==> src/verilog/cpu_pkg.sv <==
package cpu_pkg;

    typedef logic [31:0] word_t;
    typedef logic [31:0] addr_t;
    typedef logic [31:0] inst_t;
    // low half holds the instruction at the lower address
    typedef logic [63:0] inst_pair_t;
    typedef logic [4:0]  reg_idx_t;

    localparam addr_t RESET_PC   = 32'hbfc0_0000;
    localparam int    FIFO_DEPTH = 8;

    typedef logic [$clog2(FIFO_DEPTH):0] fifo_cnt_t;

    typedef enum logic [3:0] {
        ALU_NONE,
        ALU_ADDU,
        ALU_SUBU,
        ALU_AND,
        ALU_OR,
        ALU_XOR,
        ALU_SLT,
        ALU_SLL,
        ALU_LUI
    } alu_op_e;

    typedef enum logic {
        FETCH_IDLE,
        FETCH_WAIT
    } fetch_state_e;

    // primary opcodes
    localparam logic [5:0] OP_SPECIAL = 6'h00;
    localparam logic [5:0] OP_ADDIU   = 6'h09;
    localparam logic [5:0] OP_ANDI    = 6'h0c;
    localparam logic [5:0] OP_ORI     = 6'h0d;
    localparam logic [5:0] OP_XORI    = 6'h0e;
    localparam logic [5:0] OP_LUI     = 6'h0f;

    // function field of SPECIAL
    localparam logic [5:0] FN_SLL  = 6'h00;
    localparam logic [5:0] FN_ADDU = 6'h21;
    localparam logic [5:0] FN_SUBU = 6'h23;
    localparam logic [5:0] FN_AND  = 6'h24;
    localparam logic [5:0] FN_OR   = 6'h25;
    localparam logic [5:0] FN_XOR  = 6'h26;
    localparam logic [5:0] FN_SLT  = 6'h2a;

endpackage

==> src/verilog/fetch_push_if.sv <==
interface fetch_push_if import cpu_pkg::*; ();

    logic       push;
    addr_t      pc;
    inst_pair_t pair;
    // at least two free slots
    logic       room;

    modport producer (
        output push,
        output pc,
        output pair,
        input  room
    );

    modport consumer (
        input  push,
        input  pc,
        input  pair,
        output room
    );

endinterface

==> src/verilog/fetch_unit.sv <==
module fetch_unit import cpu_pkg::*; (
    input  logic                  clk,
    input  logic                  rst_i,

    output logic                  imem_cyc_o,
    output logic                  imem_stb_o,
    output addr_t                 imem_adr_o,
    input  inst_pair_t            imem_dat_i,
    input  logic                  imem_ack_i,

    fetch_push_if.producer        push_o
);

    fetch_state_e state;
    addr_t        pc;

    always_ff @(posedge clk) begin
        if (rst_i) begin
            state <= FETCH_IDLE;
            pc    <= RESET_PC;
        end else begin
            case (state)
                FETCH_IDLE: begin
                    // only start when the whole pair fits
                    if (push_o.room) begin
                        state <= FETCH_WAIT;
                    end
                end
                FETCH_WAIT: begin
                    if (imem_ack_i) begin
                        state <= FETCH_IDLE;
                        pc    <= pc + 32'd8;
                    end
                end
                default: begin
                    state <= FETCH_IDLE;
                end
            endcase
        end
    end

    // cyc and stb drop the cycle after ack
    assign imem_cyc_o = (state == FETCH_WAIT);
    assign imem_stb_o = (state == FETCH_WAIT);
    assign imem_adr_o = pc;

    // data sampled by the FIFO in the ack cycle
    assign push_o.push = (state == FETCH_WAIT) && imem_ack_i;
    assign push_o.pc   = pc;
    assign push_o.pair = imem_dat_i;

endmodule

==> src/flat_wrapper.sv <==
// flat-port wrapper written by rule: the top's interface ports become plain ports
module fetch_unit_flat import cpu_pkg::*;
  (clk, rst_i, imem_cyc_o, imem_stb_o, imem_adr_o, imem_dat_i, imem_ack_i, push_o_push, push_o_pc, push_o_pair, push_o_room);
  fetch_push_if push_o_i ();
  input  logic clk;
  input  logic rst_i;
  output logic imem_cyc_o;
  output logic imem_stb_o;
  output addr_t imem_adr_o;
  input  inst_pair_t imem_dat_i;
  input  logic imem_ack_i;
  output wire logic [$bits(push_o_i.push)-1:0] push_o_push;
  output wire logic [$bits(push_o_i.pc)-1:0] push_o_pc;
  output wire logic [$bits(push_o_i.pair)-1:0] push_o_pair;
  input wire logic [$bits(push_o_i.room)-1:0] push_o_room;
  assign push_o_push = push_o_i.push;
  assign push_o_pc = push_o_i.pc;
  assign push_o_pair = push_o_i.pair;
  assign push_o_i.room = push_o_room;
  fetch_unit u_core (.clk(clk), .rst_i(rst_i), .imem_cyc_o(imem_cyc_o), .imem_stb_o(imem_stb_o), .imem_adr_o(imem_adr_o), .imem_dat_i(imem_dat_i), .imem_ack_i(imem_ack_i), .push_o(push_o_i));
endmodule
==> config.mk <==
export PLATFORM = sky130hd
export DESIGN_NAME = fetch_unit_flat
export DESIGN_NICKNAME = d
export VERILOG_FILES = /design/src/verilog/cpu_pkg.sv /design/src/verilog/fetch_push_if.sv /design/src/verilog/fetch_unit.sv /design/src/flat_wrapper.sv
export SDC_FILE = /design/constraint.sdc
export NUM_CORES = 1
export LEC_CHECK = 0
export ABC_CLOCK_PERIOD_IN_PS = 4620
export BUFFER_PORTS_ARGS = -buffer_cell sky130_fd_sc_hd__buf_2
export CAP_MARGIN = 10
export CORE_ASPECT_RATIO = 0.5
export CORE_MARGIN = 2
export CORE_UTILIZATION = 41
export CTS_BUF_LIST = sky130_fd_sc_hd__clkbuf_4 sky130_fd_sc_hd__clkbuf_8 sky130_fd_sc_hd__clkbuf_16
export CTS_CLUSTER_SIZE = 25
export DETAILED_ROUTE_END_ITERATION = 16
export GPL_ROUTABILITY_DRIVEN = 0
export HOLD_SLACK_MARGIN = 0.15
export PLACE_DENSITY = 0.87
export SKIP_LAST_GASP = 1
export SLEW_MARGIN = 10
export SYNTH_ARGS = -nofsm -noshare
export SYNTH_HDL_FRONTEND = slang
export SYNTH_SLANG_ARGS = --single-unit
==> constraint.sdc <==
create_clock -name clk -period 4.62 [get_ports clk]
set_input_delay 0.462 -clock clk [delete_from_list [all_inputs] [get_ports clk]]
set_output_delay 0.462 -clock clk [all_outputs]
set_load 0.02 [all_outputs]
==> impl_metrics.csv <==
group,metric,value,unit
run_status,run_status,"finished, final reports clean",
cts,clk_path_buf_depth,2,
placed_design,setup_slack_after_placement,2.63,ns
hold_path,type_of_the_worst_min_delay_path,"input pin to flop",
floorplan,floorplan.core_area,5040,µm²
cells_and_area,layout.cells.most_common,"sky130_fd_sc_hd__buf_2",
cts,hold_bufs_at_cts,0,
sta,fin_worst_hold_slack,0.418,ns
grt,grt_util_all_layers,0.151,
cells_and_area,postLayoutCoreUtil,0.380,
cts,postCtsSetupBuffers,0,
cts,clkSinkCount,30,
cells_and_area,post-route-cell-area,1920,µm²
grt,wire_length_of_the_first_global_routing_pass,7150,µm
grt,grt_pass1_vias,1355,
floorplan,die_outline_width,107,µm
sta,timing.final.max_slew_violations,0,
placed_design,dp_cells,294,
cells_and_area,num-nets-final,300,
sta,fin_setup_tns,0,ns
drt,drt_pass1_iterations,4,
cts,clkSlewWorstSetupHoldPaths,0.06,ns
pwr,total_power,0.510,mW
sta,fin_skew,0.00630,ns
critical_path,setup.worst_path.start_class,"flop",
sta,period_needed,2.00,ns
grt,gr-total-overflow,0,
yosys,synth_cells,263,
drt,initialDrtViolationCount,68,
cts,cts_tree,"done",
floorplan,die_area,5980,µm²
cells_and_area,regArea,601,µm²
sta,final_setup_violation_count,0,
pwr,power.density_cell_area,266,nW/µm²
yosys,synth-seq-area-share,0.274,
sta,grt_setup_unrepaired,"false",
placed_design,number_of_port_buffers,64,
yosys,synth.distinct_cells,32,
sta,max_clock_freq,0.500,GHz
sta,final_worst_setup_slack,2.62,ns
cts,root_cell_of_the_clock_tree,"sky130_fd_sc_hd__clkbuf_8",
critical_path,timing.critical_path.fanout_max,9,
cells_and_area,layout.cells.most_common_list,"sky130_fd_sc_hd__buf_2 (64), sky130_fd_sc_hd__dfxtp_1 (30), sky130_fd_sc_hd__nor2_1 (16)",
critical_path,critical_path.endpoint,"u_core.imem_adr_o[31]",
cts,worstSkewPairLatency,0.29,ns
sta,final-hold-violation-count,0,
yosys,synth_seq_cells,30,
cells_and_area,final_layout_size_suffix_gt1_frac,0.332,
cells_and_area,final.fill_count,514,
cells_and_area,insertedDiodeCount,0,
placed_design,detailedPlacementHpwl,3620,µm
critical_path,critPathCaptureType,"flop",
pwr,power_leakage,0.889,nW
yosys,synth.yosys.warnings,0,
floorplan,core_rows,18,
drt,drt_wl_total,4740,µm
cells_and_area,multiInputGateArea,800,µm²
drt,detailed_route_vias_per_instance,5.07,
cts,number_of_h_tree_levels,2,
job,max_cap_violations,0,
critical_path,regToRegSetupSlack,2.62,ns
drt,route.detailed.wl_per_inst,15.7,µm
yosys,synth.avg_cell_area,8.33,µm²
placed_design,post_dp_cell_area,1820,µm²
cts,tritoncts.num_buffers,5,
drt,route.vias.total,1532,
critical_path,critical_path.startpoint,"u_core.imem_adr_o[4]",
cts,cts_resized,0,
cells_and_area,area.growth.synth_to_final,-12.5,%
floorplan,io-pin-count,199,
grt,number_of_antenna_violations_at_the_first_check_in_global_routing,0,
critical_path,cp.arrival,2.22,ns
floorplan,die_y,55.7,µm
drt,antenna_left,0,
critical_path,worst_reg2reg_startpoint,"u_core.imem_adr_o[4]",
yosys,synthesis.area,2190,µm²
critical_path,timing.rr.end,"u_core.imem_adr_o[31]",
critical_path,critPathKind,"flop to flop",
critical_path,worst_ep_required_time,4.84,ns
drt,drc_violations_left,0,
pwr,vdd_ir_drop_max,0.0936,mV
sta,timing.final.crit_share,0.433,
cells_and_area,final_standard_cell_count_with_taps_included_and_fillers_excluded,302,
floorplan,initial_core_utilization,0.435,
grt,maximum_number_of_pins_on_one_net_before_global_route_repair,27,
critical_path,reg2regPathDepth,5,
[worst max-delay path, stage by stage, from the launching register on]
cell                      delay [ns]
sky130_fd_sc_hd__dfxtp_1        0.50
sky130_fd_sc_hd__ha_1           0.23
sky130_fd_sc_hd__and4_1         0.35
sky130_fd_sc_hd__nand4_1        0.20
sky130_fd_sc_hd__nor4_1         0.44
sky130_fd_sc_hd__mux2i_1        0.22
[sequential cells by signal, summed over array words and instances (netlist names)]
| signal | flops |
|---|---|
| u_core.imem_adr_o | 29 |
| u_core.imem_cyc_o | 1 |
[cells by family after synthesis]
| group | Yosys count | synth area share |
|---|---|---|
| compound gates | 20 | 0.0576 |
| xor+xnor | 11 | 0.0440 |
| fa+ha+maj | 1 | 0.00571 |
| buf+inv | 112 | 0.370 |
| flops | 30 | 0.274 |
| mux | 4 | 0.0188 |
| other cells | 1 | 0.00171 |
| simple gates | 84 | 0.228 |
[cell usage after synthesis]
cell type                  instances  area share
sky130_fd_sc_hd__or4_1             9       0.031
sky130_fd_sc_hd__buf_6             1      0.0051
sky130_fd_sc_hd__nand2_1          13       0.022
sky130_fd_sc_hd__and4_1            6       0.024
sky130_fd_sc_hd__ha_1              1      0.0057
sky130_fd_sc_hd__nor2_1           16       0.027
sky130_fd_sc_hd__and2_1            3      0.0086
sky130_fd_sc_hd__a21oi_1           5       0.011
sky130_fd_sc_hd__nand4_1           8       0.023
sky130_fd_sc_hd__conb_1            1      0.0017
sky130_fd_sc_hd__o211ai_1          2      0.0068
sky130_fd_sc_hd__mux2i_1           3       0.014
sky130_fd_sc_hd__nand4_4           2       0.019
sky130_fd_sc_hd__inv_1             3      0.0051
sky130_fd_sc_hd__xnor2_1           2      0.0080
sky130_fd_sc_hd__clkbuf_1          3      0.0051
sky130_fd_sc_hd__buf_4           101        0.35
sky130_fd_sc_hd__clkinv_1          1      0.0017
sky130_fd_sc_hd__nand3_2           1      0.0046
sky130_fd_sc_hd__and4_2            1      0.0046
sky130_fd_sc_hd__nor2b_1           2      0.0057
sky130_fd_sc_hd__buf_2             3      0.0068
sky130_fd_sc_hd__mux2_2            1      0.0051
sky130_fd_sc_hd__o21ai_0           5       0.011
sky130_fd_sc_hd__nor4_1            2      0.0057
sky130_fd_sc_hd__and3_1            2      0.0057
sky130_fd_sc_hd__o31a_1            1      0.0040
sky130_fd_sc_hd__or3_1             6       0.017
sky130_fd_sc_hd__xor2_1            9       0.036
sky130_fd_sc_hd__o31ai_1           7       0.024
sky130_fd_sc_hd__nand3_1          13       0.030
sky130_fd_sc_hd__dfxtp_1          30        0.27
[routing by layer]
layer	up-vias	wire length, µm	share of wire	global-route usage
li1	728	-	-	-
met1	704	1590	0.33	0.138
met2	77	2360	0.50	0.259
met3	23	659	0.14	0.101
met4	0	130	0.027	0.0733
met5	-	0	0	0
[power by group]
part           internal, mW  switching [mW]  leakage, nW  total (mW)
Clock                 0.126          0.0995       0.0517       0.225
Sequential            0.260         0.00227        0.242       0.262
Combinational       0.00541          0.0167        0.595      0.0221
Total                 0.391           0.118        0.889       0.510
[worst min-delay path by stage]
stage / start / endpoint / slack (ns) / cells after the start
finish: push_o_room / u_core.imem_cyc_o / 0.42 / 3
global route: push_o_room / u_core.imem_cyc_o / 0.47 / 3
CTS: push_o_room / u_core.imem_cyc_o / 0.42 / 3
detailed placement: u_core.imem_adr_o[30] / u_core.imem_adr_o[30] / 0.50 / 2
global placement: u_core.imem_adr_o[30] / u_core.imem_adr_o[30] / 0.50 / 2
floorplan: rst_i / u_core.imem_adr_o[23] / 0.57 / 1
[layout make-up]
class / instances / area share
inverters: 4 / 0.00783
repair buffers: 64 / 0.167
multi-input cells: 126 / 0.417
clock buffers: 7 / 0.0470
well taps: 70 / 0.0457
flip-flops and latches: 30 / 0.313
clock inverters: 1 / 0.00261
(Power assumes the default switching activity.)
