## src/verilog/cpu_pkg.sv

```systemverilog
package cpu_pkg;

    typedef logic [31:0] word_t;
    typedef logic [31:0] addr_t;
    typedef logic [31:0] inst_t;
    // low half holds the instruction at the lower address
    typedef logic [63:0] inst_pair_t;
    typedef logic [4:0]  reg_idx_t;

    localparam addr_t RESET_PC   = 32'hbfc0_0000;
    localparam int    FIFO_DEPTH = 8;

    typedef logic [$clog2(FIFO_DEPTH):0] fifo_cnt_t;

    typedef enum logic [3:0] {
        ALU_NONE,
        ALU_ADDU,
        ALU_SUBU,
        ALU_AND,
        ALU_OR,
        ALU_XOR,
        ALU_SLT,
        ALU_SLL,
        ALU_LUI
    } alu_op_e;

    typedef enum logic {
        FETCH_IDLE,
        FETCH_WAIT
    } fetch_state_e;

    // primary opcodes
    localparam logic [5:0] OP_SPECIAL = 6'h00;
    localparam logic [5:0] OP_ADDIU   = 6'h09;
    localparam logic [5:0] OP_ANDI    = 6'h0c;
    localparam logic [5:0] OP_ORI     = 6'h0d;
    localparam logic [5:0] OP_XORI    = 6'h0e;
    localparam logic [5:0] OP_LUI     = 6'h0f;

    // function field of SPECIAL
    localparam logic [5:0] FN_SLL  = 6'h00;
    localparam logic [5:0] FN_ADDU = 6'h21;
    localparam logic [5:0] FN_SUBU = 6'h23;
    localparam logic [5:0] FN_AND  = 6'h24;
    localparam logic [5:0] FN_OR   = 6'h25;
    localparam logic [5:0] FN_XOR  = 6'h26;
    localparam logic [5:0] FN_SLT  = 6'h2a;

endpackage

```

## src/verilog/fetch_push_if.sv

```systemverilog
interface fetch_push_if import cpu_pkg::*; ();

    logic       push;
    addr_t      pc;
    inst_pair_t pair;
    // at least two free slots
    logic       room;

    modport producer (
        output push,
        output pc,
        output pair,
        input  room
    );

    modport consumer (
        input  push,
        input  pc,
        input  pair,
        output room
    );

endinterface

```

## src/verilog/issue_if.sv

```systemverilog
interface issue_if import cpu_pkg::*; ();

    logic  valid0;
    logic  valid1;
    inst_t inst0;
    inst_t inst1;
    addr_t pc0;
    addr_t pc1;
    // pop1 only together with pop0
    logic  pop0;
    logic  pop1;

    modport producer (
        output valid0,
        output valid1,
        output inst0,
        output inst1,
        output pc0,
        output pc1,
        input  pop0,
        input  pop1
    );

    modport consumer (
        input  valid0,
        input  valid1,
        input  inst0,
        input  inst1,
        input  pc0,
        input  pc1,
        output pop0,
        output pop1
    );

endinterface

```

## src/verilog/inst_fifo.sv

```systemverilog
module inst_fifo import cpu_pkg::*; #(
    parameter int FIFO_DEPTH = cpu_pkg::FIFO_DEPTH
) (
    input  logic              clk,
    input  logic              rst_i,

    fetch_push_if.consumer    push_i,
    issue_if.producer         issue_o
);

    localparam int PTR_W = $clog2(FIFO_DEPTH);

    inst_t inst_mem [FIFO_DEPTH];
    addr_t pc_mem   [FIFO_DEPTH];

    logic [PTR_W-1:0] wr_ptr;
    logic [PTR_W-1:0] wr_ptr_nx;
    logic [PTR_W-1:0] rd_ptr;
    logic [PTR_W-1:0] rd_ptr_nx;
    logic [PTR_W:0]   count;
    logic [PTR_W:0]   n_push;
    logic [PTR_W:0]   n_pop;

    assign wr_ptr_nx = wr_ptr + 1'b1;
    assign rd_ptr_nx = rd_ptr + 1'b1;

    assign n_push = push_i.push ? (PTR_W+1)'(2) : '0;
    assign n_pop  = (PTR_W+1)'(issue_o.pop0) + (PTR_W+1)'(issue_o.pop1);

    // a push always fills two slots
    always_ff @(posedge clk) begin
        if (push_i.push) begin
            inst_mem[wr_ptr]    <= push_i.pair[31:0];
            pc_mem[wr_ptr]      <= push_i.pc;
            inst_mem[wr_ptr_nx] <= push_i.pair[63:32];
            pc_mem[wr_ptr_nx]   <= push_i.pc + 32'd4;
        end
    end

    always_ff @(posedge clk) begin
        if (rst_i) begin
            wr_ptr <= '0;
            rd_ptr <= '0;
            count  <= '0;
        end else begin
            if (push_i.push) begin
                wr_ptr <= wr_ptr + PTR_W'(2);
            end
            rd_ptr <= rd_ptr + n_pop[PTR_W-1:0];
            count  <= count + n_push - n_pop;
        end
    end

    assign push_i.room = (count <= (PTR_W+1)'(FIFO_DEPTH - 2));

    assign issue_o.valid0 = (count != '0);
    assign issue_o.valid1 = (count >= (PTR_W+1)'(2));

    // head two entries
    assign issue_o.inst0 = inst_mem[rd_ptr];
    assign issue_o.pc0   = pc_mem[rd_ptr];
    assign issue_o.inst1 = inst_mem[rd_ptr_nx];
    assign issue_o.pc1   = pc_mem[rd_ptr_nx];

endmodule

```

## src/flat_wrapper.sv

```systemverilog
// flat-port wrapper written by rule: the top's interface ports become plain ports
module inst_fifo_flat import cpu_pkg::*;
#(
    parameter int FIFO_DEPTH = cpu_pkg::FIFO_DEPTH
)
  (clk, rst_i, push_i_push, push_i_pc, push_i_pair, push_i_room, issue_o_valid0, issue_o_valid1, issue_o_inst0, issue_o_inst1, issue_o_pc0, issue_o_pc1, issue_o_pop0, issue_o_pop1);
  fetch_push_if push_i_i ();
  issue_if issue_o_i ();
  input  logic clk;
  input  logic rst_i;
  input wire logic [$bits(push_i_i.push)-1:0] push_i_push;
  input wire logic [$bits(push_i_i.pc)-1:0] push_i_pc;
  input wire logic [$bits(push_i_i.pair)-1:0] push_i_pair;
  output wire logic [$bits(push_i_i.room)-1:0] push_i_room;
  output wire logic [$bits(issue_o_i.valid0)-1:0] issue_o_valid0;
  output wire logic [$bits(issue_o_i.valid1)-1:0] issue_o_valid1;
  output wire logic [$bits(issue_o_i.inst0)-1:0] issue_o_inst0;
  output wire logic [$bits(issue_o_i.inst1)-1:0] issue_o_inst1;
  output wire logic [$bits(issue_o_i.pc0)-1:0] issue_o_pc0;
  output wire logic [$bits(issue_o_i.pc1)-1:0] issue_o_pc1;
  input wire logic [$bits(issue_o_i.pop0)-1:0] issue_o_pop0;
  input wire logic [$bits(issue_o_i.pop1)-1:0] issue_o_pop1;
  assign push_i_i.push = push_i_push;
  assign push_i_i.pc = push_i_pc;
  assign push_i_i.pair = push_i_pair;
  assign push_i_room = push_i_i.room;
  assign issue_o_valid0 = issue_o_i.valid0;
  assign issue_o_valid1 = issue_o_i.valid1;
  assign issue_o_inst0 = issue_o_i.inst0;
  assign issue_o_inst1 = issue_o_i.inst1;
  assign issue_o_pc0 = issue_o_i.pc0;
  assign issue_o_pc1 = issue_o_i.pc1;
  assign issue_o_i.pop0 = issue_o_pop0;
  assign issue_o_i.pop1 = issue_o_pop1;
  inst_fifo #(.FIFO_DEPTH(FIFO_DEPTH)) u_core (.clk(clk), .rst_i(rst_i), .push_i(push_i_i), .issue_o(issue_o_i));
endmodule
```

## config.mk

```make
export PLATFORM = sky130hd
export DESIGN_NAME = inst_fifo_flat
export DESIGN_NICKNAME = d
export VERILOG_FILES = /design/src/verilog/cpu_pkg.sv /design/src/verilog/fetch_push_if.sv /design/src/verilog/issue_if.sv /design/src/verilog/inst_fifo.sv /design/src/flat_wrapper.sv
export SDC_FILE = /design/constraint.sdc
export NUM_CORES = 1
export LEC_CHECK = 0
export ABC_AREA = 1
export BUFFER_PORTS_ARGS = -buffer_cell sky130_fd_sc_hd__buf_4
export CORE_MARGIN = 2
export CORE_UTILIZATION = 40
export CTS_CLUSTER_DIAMETER = 30
export CTS_CLUSTER_SIZE = 25
export DETAILED_ROUTE_END_ITERATION = 8
export PLACE_DENSITY = 0.58
export SETUP_SLACK_MARGIN = 0.02
export SLEW_MARGIN = 20
export SYNTH_ARGS = -nofsm -noshare
export SYNTH_HDL_FRONTEND = slang
export SYNTH_SLANG_ARGS = --single-unit
```

## constraint.sdc

```tcl
create_clock -name clk -period 10.5 [get_ports clk]
set_input_delay 1.575 -clock clk [delete_from_list [all_inputs] [get_ports clk]]
set_output_delay 1.575 -clock clk [all_outputs]
set_load 0.01 [all_outputs]
```

==> flow_summary.yaml <==
placed_design:
  post-dp-hpwl_um: 41800
  place.port_buffers: 231
  globalplace.congestion: 0.837
  dp_slack_ns: 5.26
drt:
  remaining_drc_errors: 0
  route.detailed.vias_per_inst: 5.31
  dr_total_vias: 21000
  drt_iter0_markers: 1624
  drt.antenna.violating_nets: 0
  wl_per_cell_um: 18.7
  drt_pre_antenna_iters: 6
  wirelength_um: 74200
power:
  p_leak_nw: 13.2
  seq_power_share_pct: 29.8
  pwr-share-clk_pct: 46.2
  report.power.total_mw: 8.10
  vdd_drop_max_mv: 0.144
  p_sw_share_pct: 29.9
  power_report.internal_total_mw: 5.67
  p_switching_mw: 2.43
  powerDensity_mw_per_mm2: 249
  p_comb_share_pct: 24.0
clock_tree:
  htree_levels: 3
  tritoncts.num_buffers: 118
  cts_num_sinks: 513
  tritoncts: "yes"
  post_cts_buffers: 0
  holdBufCountCts: 0
  clock_tree.buffer_depth: 3
  cts.repair.resized: 0
  clk_latency_ns: 0.66
  cts.clk_slew.worst_paths_ns: 0.04
  cts_root_cell: "clkbuf_16"
timing:
  post-route-worst-setup-slack_ns: 4.92
  clock_skew_ns: 0.0207
  finalSetupTns_ns: 0
  timing_max_transition_violations_final: 0
  worst_hold_slack_ns: 0.507
  timing.final.hold_violations: 0
  setup_viol_count_final: 0
  slew_headroom_pct: 26.0
  rsz0062_at_grt: "false"
  finalCriticalPeriod_ns: 5.58
  tightest_slew_ns: 1.11
  max_freq_mhz: 179
  post-route-period-util_pct: 53.1
synthesis:
  synthesis.instances: 2823
  yosysWarningCount: 0
  synth.yosys.seq_area_share_pct: 57.6
  share_of_flip_flops_with_an_asynchronous_set_or_reset_after_synthesis_pct: 0
  synth-main-ff-cell: "edfxtp_1"
  synth_nets: 2940
  yosysUniqueCellTypes: 35
  syn-mean-instance-area_sq_um: 9.42
  synthesis.area_sq_mm: 0.0266
  synth-edff-count: 504
  ffs_latches_synth: 513
floorplanning:
  initial_core_util_pct: 40.5
  ioPinCount: 232
  core_region_area_sq_mm: 0.0657
  num_rows: 94
  die_w_um: 262
  die-area_sq_mm: 0.0686
  fp.dieH_um: 262
grt:
  grt_remaining_overflow: 0
  vias_in_the_first_global_route: 20700
  grt_pass1_wl_um: 113000
  largest_net_degree_at_the_start_of_global_routing: 202
  grt_util_all_layers_pct: 21.3
  initial_antenna_violation_count: 1
worst_setup_path:
  setup.worst_path.end_class: "output pin"
  r2r_slack_ns: 7.93
  slowest_stage: "buf_4"
  worstPathRequired_ns: 8.93
  worst_r2r_endpoint: "u_core.pc_mem[0][31]"
  critPathLaunchType: "flip-flop"
  r2r_cells: 5
  endpoint: "issue_o_inst0[5]"
  cpPeakStageDelay_ns: 0.81
  cp_num_cells: 9
  critical_path_buf_inv_count: 4
  critical_path.startpoint: "u_core.rd_ptr[0]"
  timing.critical_path.fanout_max: 162
  critical_path.most_common_cell: "nand2_1"
  timing_worst_setup_path_type: "reg2out"
  critical_path_cell_by_cell: "inv_8 -> buf_6 -> buf_4 -> a21oi_1 -> o21ai_0 -> nand2_1 -> nand2_1 -> nand2_1 -> buf_4"
  rr_startpoint: "u_core.wr_ptr[1]"
  crit_arrival_ns: 4.00
  critPathTopFamily: "buffers and inverters"
run:
  drv_cap: 0
cells_and_area:
  layout.cells.most_common: "nand2_1"
  nNetsFinal: 3116
  layout-drive-gt1-share_pct: 18.0
  area_growth_syn_to_layout_pct: 22.5
  layout.cells.most_common_list: "836 x nand2_1, 504 x edfxtp_1, 277 x a21oi_1"
  insertedDiodeCount: 0
  nFillCells: 5912
run_status:
  outcome: "complete, no violations"
min_path:
  hp-class: "reg2reg"
power by group through the flow:
stage	Clock (mW)	Combinational, mW	Sequential, mW
floorplan	0	1.27	2.42
global placement	0	1.90	2.44
detailed placement	0	1.94	2.44
CTS	3.80	1.95	2.41
global route	3.90	2.16	2.42
finish	3.74	1.94	2.41
worst min path at each step:
stage                          start               end  slack (ns)  depth (start not counted)
global route        u_core.wr_ptr[1]  u_core.wr_ptr[1]        0.56                          2
finish              u_core.wr_ptr[1]  u_core.wr_ptr[1]        0.51                          2
global placement    u_core.wr_ptr[1]  u_core.wr_ptr[1]        0.48                          2
detailed placement  u_core.wr_ptr[1]  u_core.wr_ptr[1]        0.51                          2
floorplan           u_core.wr_ptr[1]  u_core.wr_ptr[1]        0.47                          2
CTS                 u_core.wr_ptr[1]  u_core.wr_ptr[1]        0.51                          2
state kept, by name, summed over array words and instances, names as in the netlist:
name / count
u_core.count: 4
u_core.wr_ptr: 2
u_core.pc_mem: 248
u_core.inst_mem: 256
u_core.rd_ptr: 3
stage by stage:
step                      util (%)  area, sq um  cells
after floorplan                  -        26600   2823
after global placement        43.2        28400   3743
after detailed placement      43.2        28400   3743
after CTS                     49.5        32600   3961
after global routing          49.5        32600   3961
final                         49.5        32600   3961
per-layer routing:
layer  track usage, %  vias up  share of wire, %  routed length (um)
met5                0        -             0.012                   9
met4             8.49        2               2.3                1690
met3             3.88      132               7.4                5480
met2             37.2      816                50               36900
met1             26.0    10100                41               30200
li1                 -    10000                 -                   -
worst register-to-register path, delay by kind of cell, from the launching register on:
kind / cells / cell delay, ns
adder cells (fa/ha/maj): 1 / 0.17
buffers and inverters: 3 / 1.54
flip-flops: 1 / 0.33
AND/OR/NAND/NOR: 1 / 0.11
synthesized netlist by cell type, types with 2 or more instances:
cell	count	area share (%)
a21oi_1	277	5.2
a21oi_2	98	3.2
and2_1	3	0.071
buf_1	15	0.21
buf_12	2	0.15
buf_2	64	1.2
buf_4	6	0.17
buf_6	34	1.4
buf_8	8	0.45
clkbuf_1	58	0.82
clkbuf_2	8	0.15
dfxtp_1	9	0.68
edfxtp_1	504	57
ha_1	15	0.71
inv_1	281	4.0
inv_2	4	0.056
mux2i_1	2	0.075
nand2_1	836	12
nand3_1	7	0.13
nand3b_1	8	0.23
nor2_1	47	0.66
nor2_2	4	0.094
o211ai_1	126	3.6
o21ai_0	210	4.0
o21ai_1	169	3.2
o22ai_1	2	0.047
or2_2	2	0.047
xnor2_1	7	0.23
xor2_1	11	0.36
cells by family after synthesis:
logic type      count (synthesis)  share of synthesized area [%]
flops                         513                           57.6
buf+inv                       480                           8.62
mux                             2                         0.0753
xor+xnor                       19                          0.654
compound gates                886                           19.3
fa+ha+maj                      16                          0.781
simple gates                  907                           13.0
area by class of cell:
cell class              instances  area, sq um  area share, %
flip-flops and latches        513        15300           47.0
multi-input cells            1830         9020           27.7
clock buffers                 132         3110           9.55
repair buffers                251         1920           5.90
inverters                     285         1100           3.37
well taps                     864         1080           3.32
clock inverters                86         1020           3.13
No activity file was read; power rests on OpenSTA's default activity.
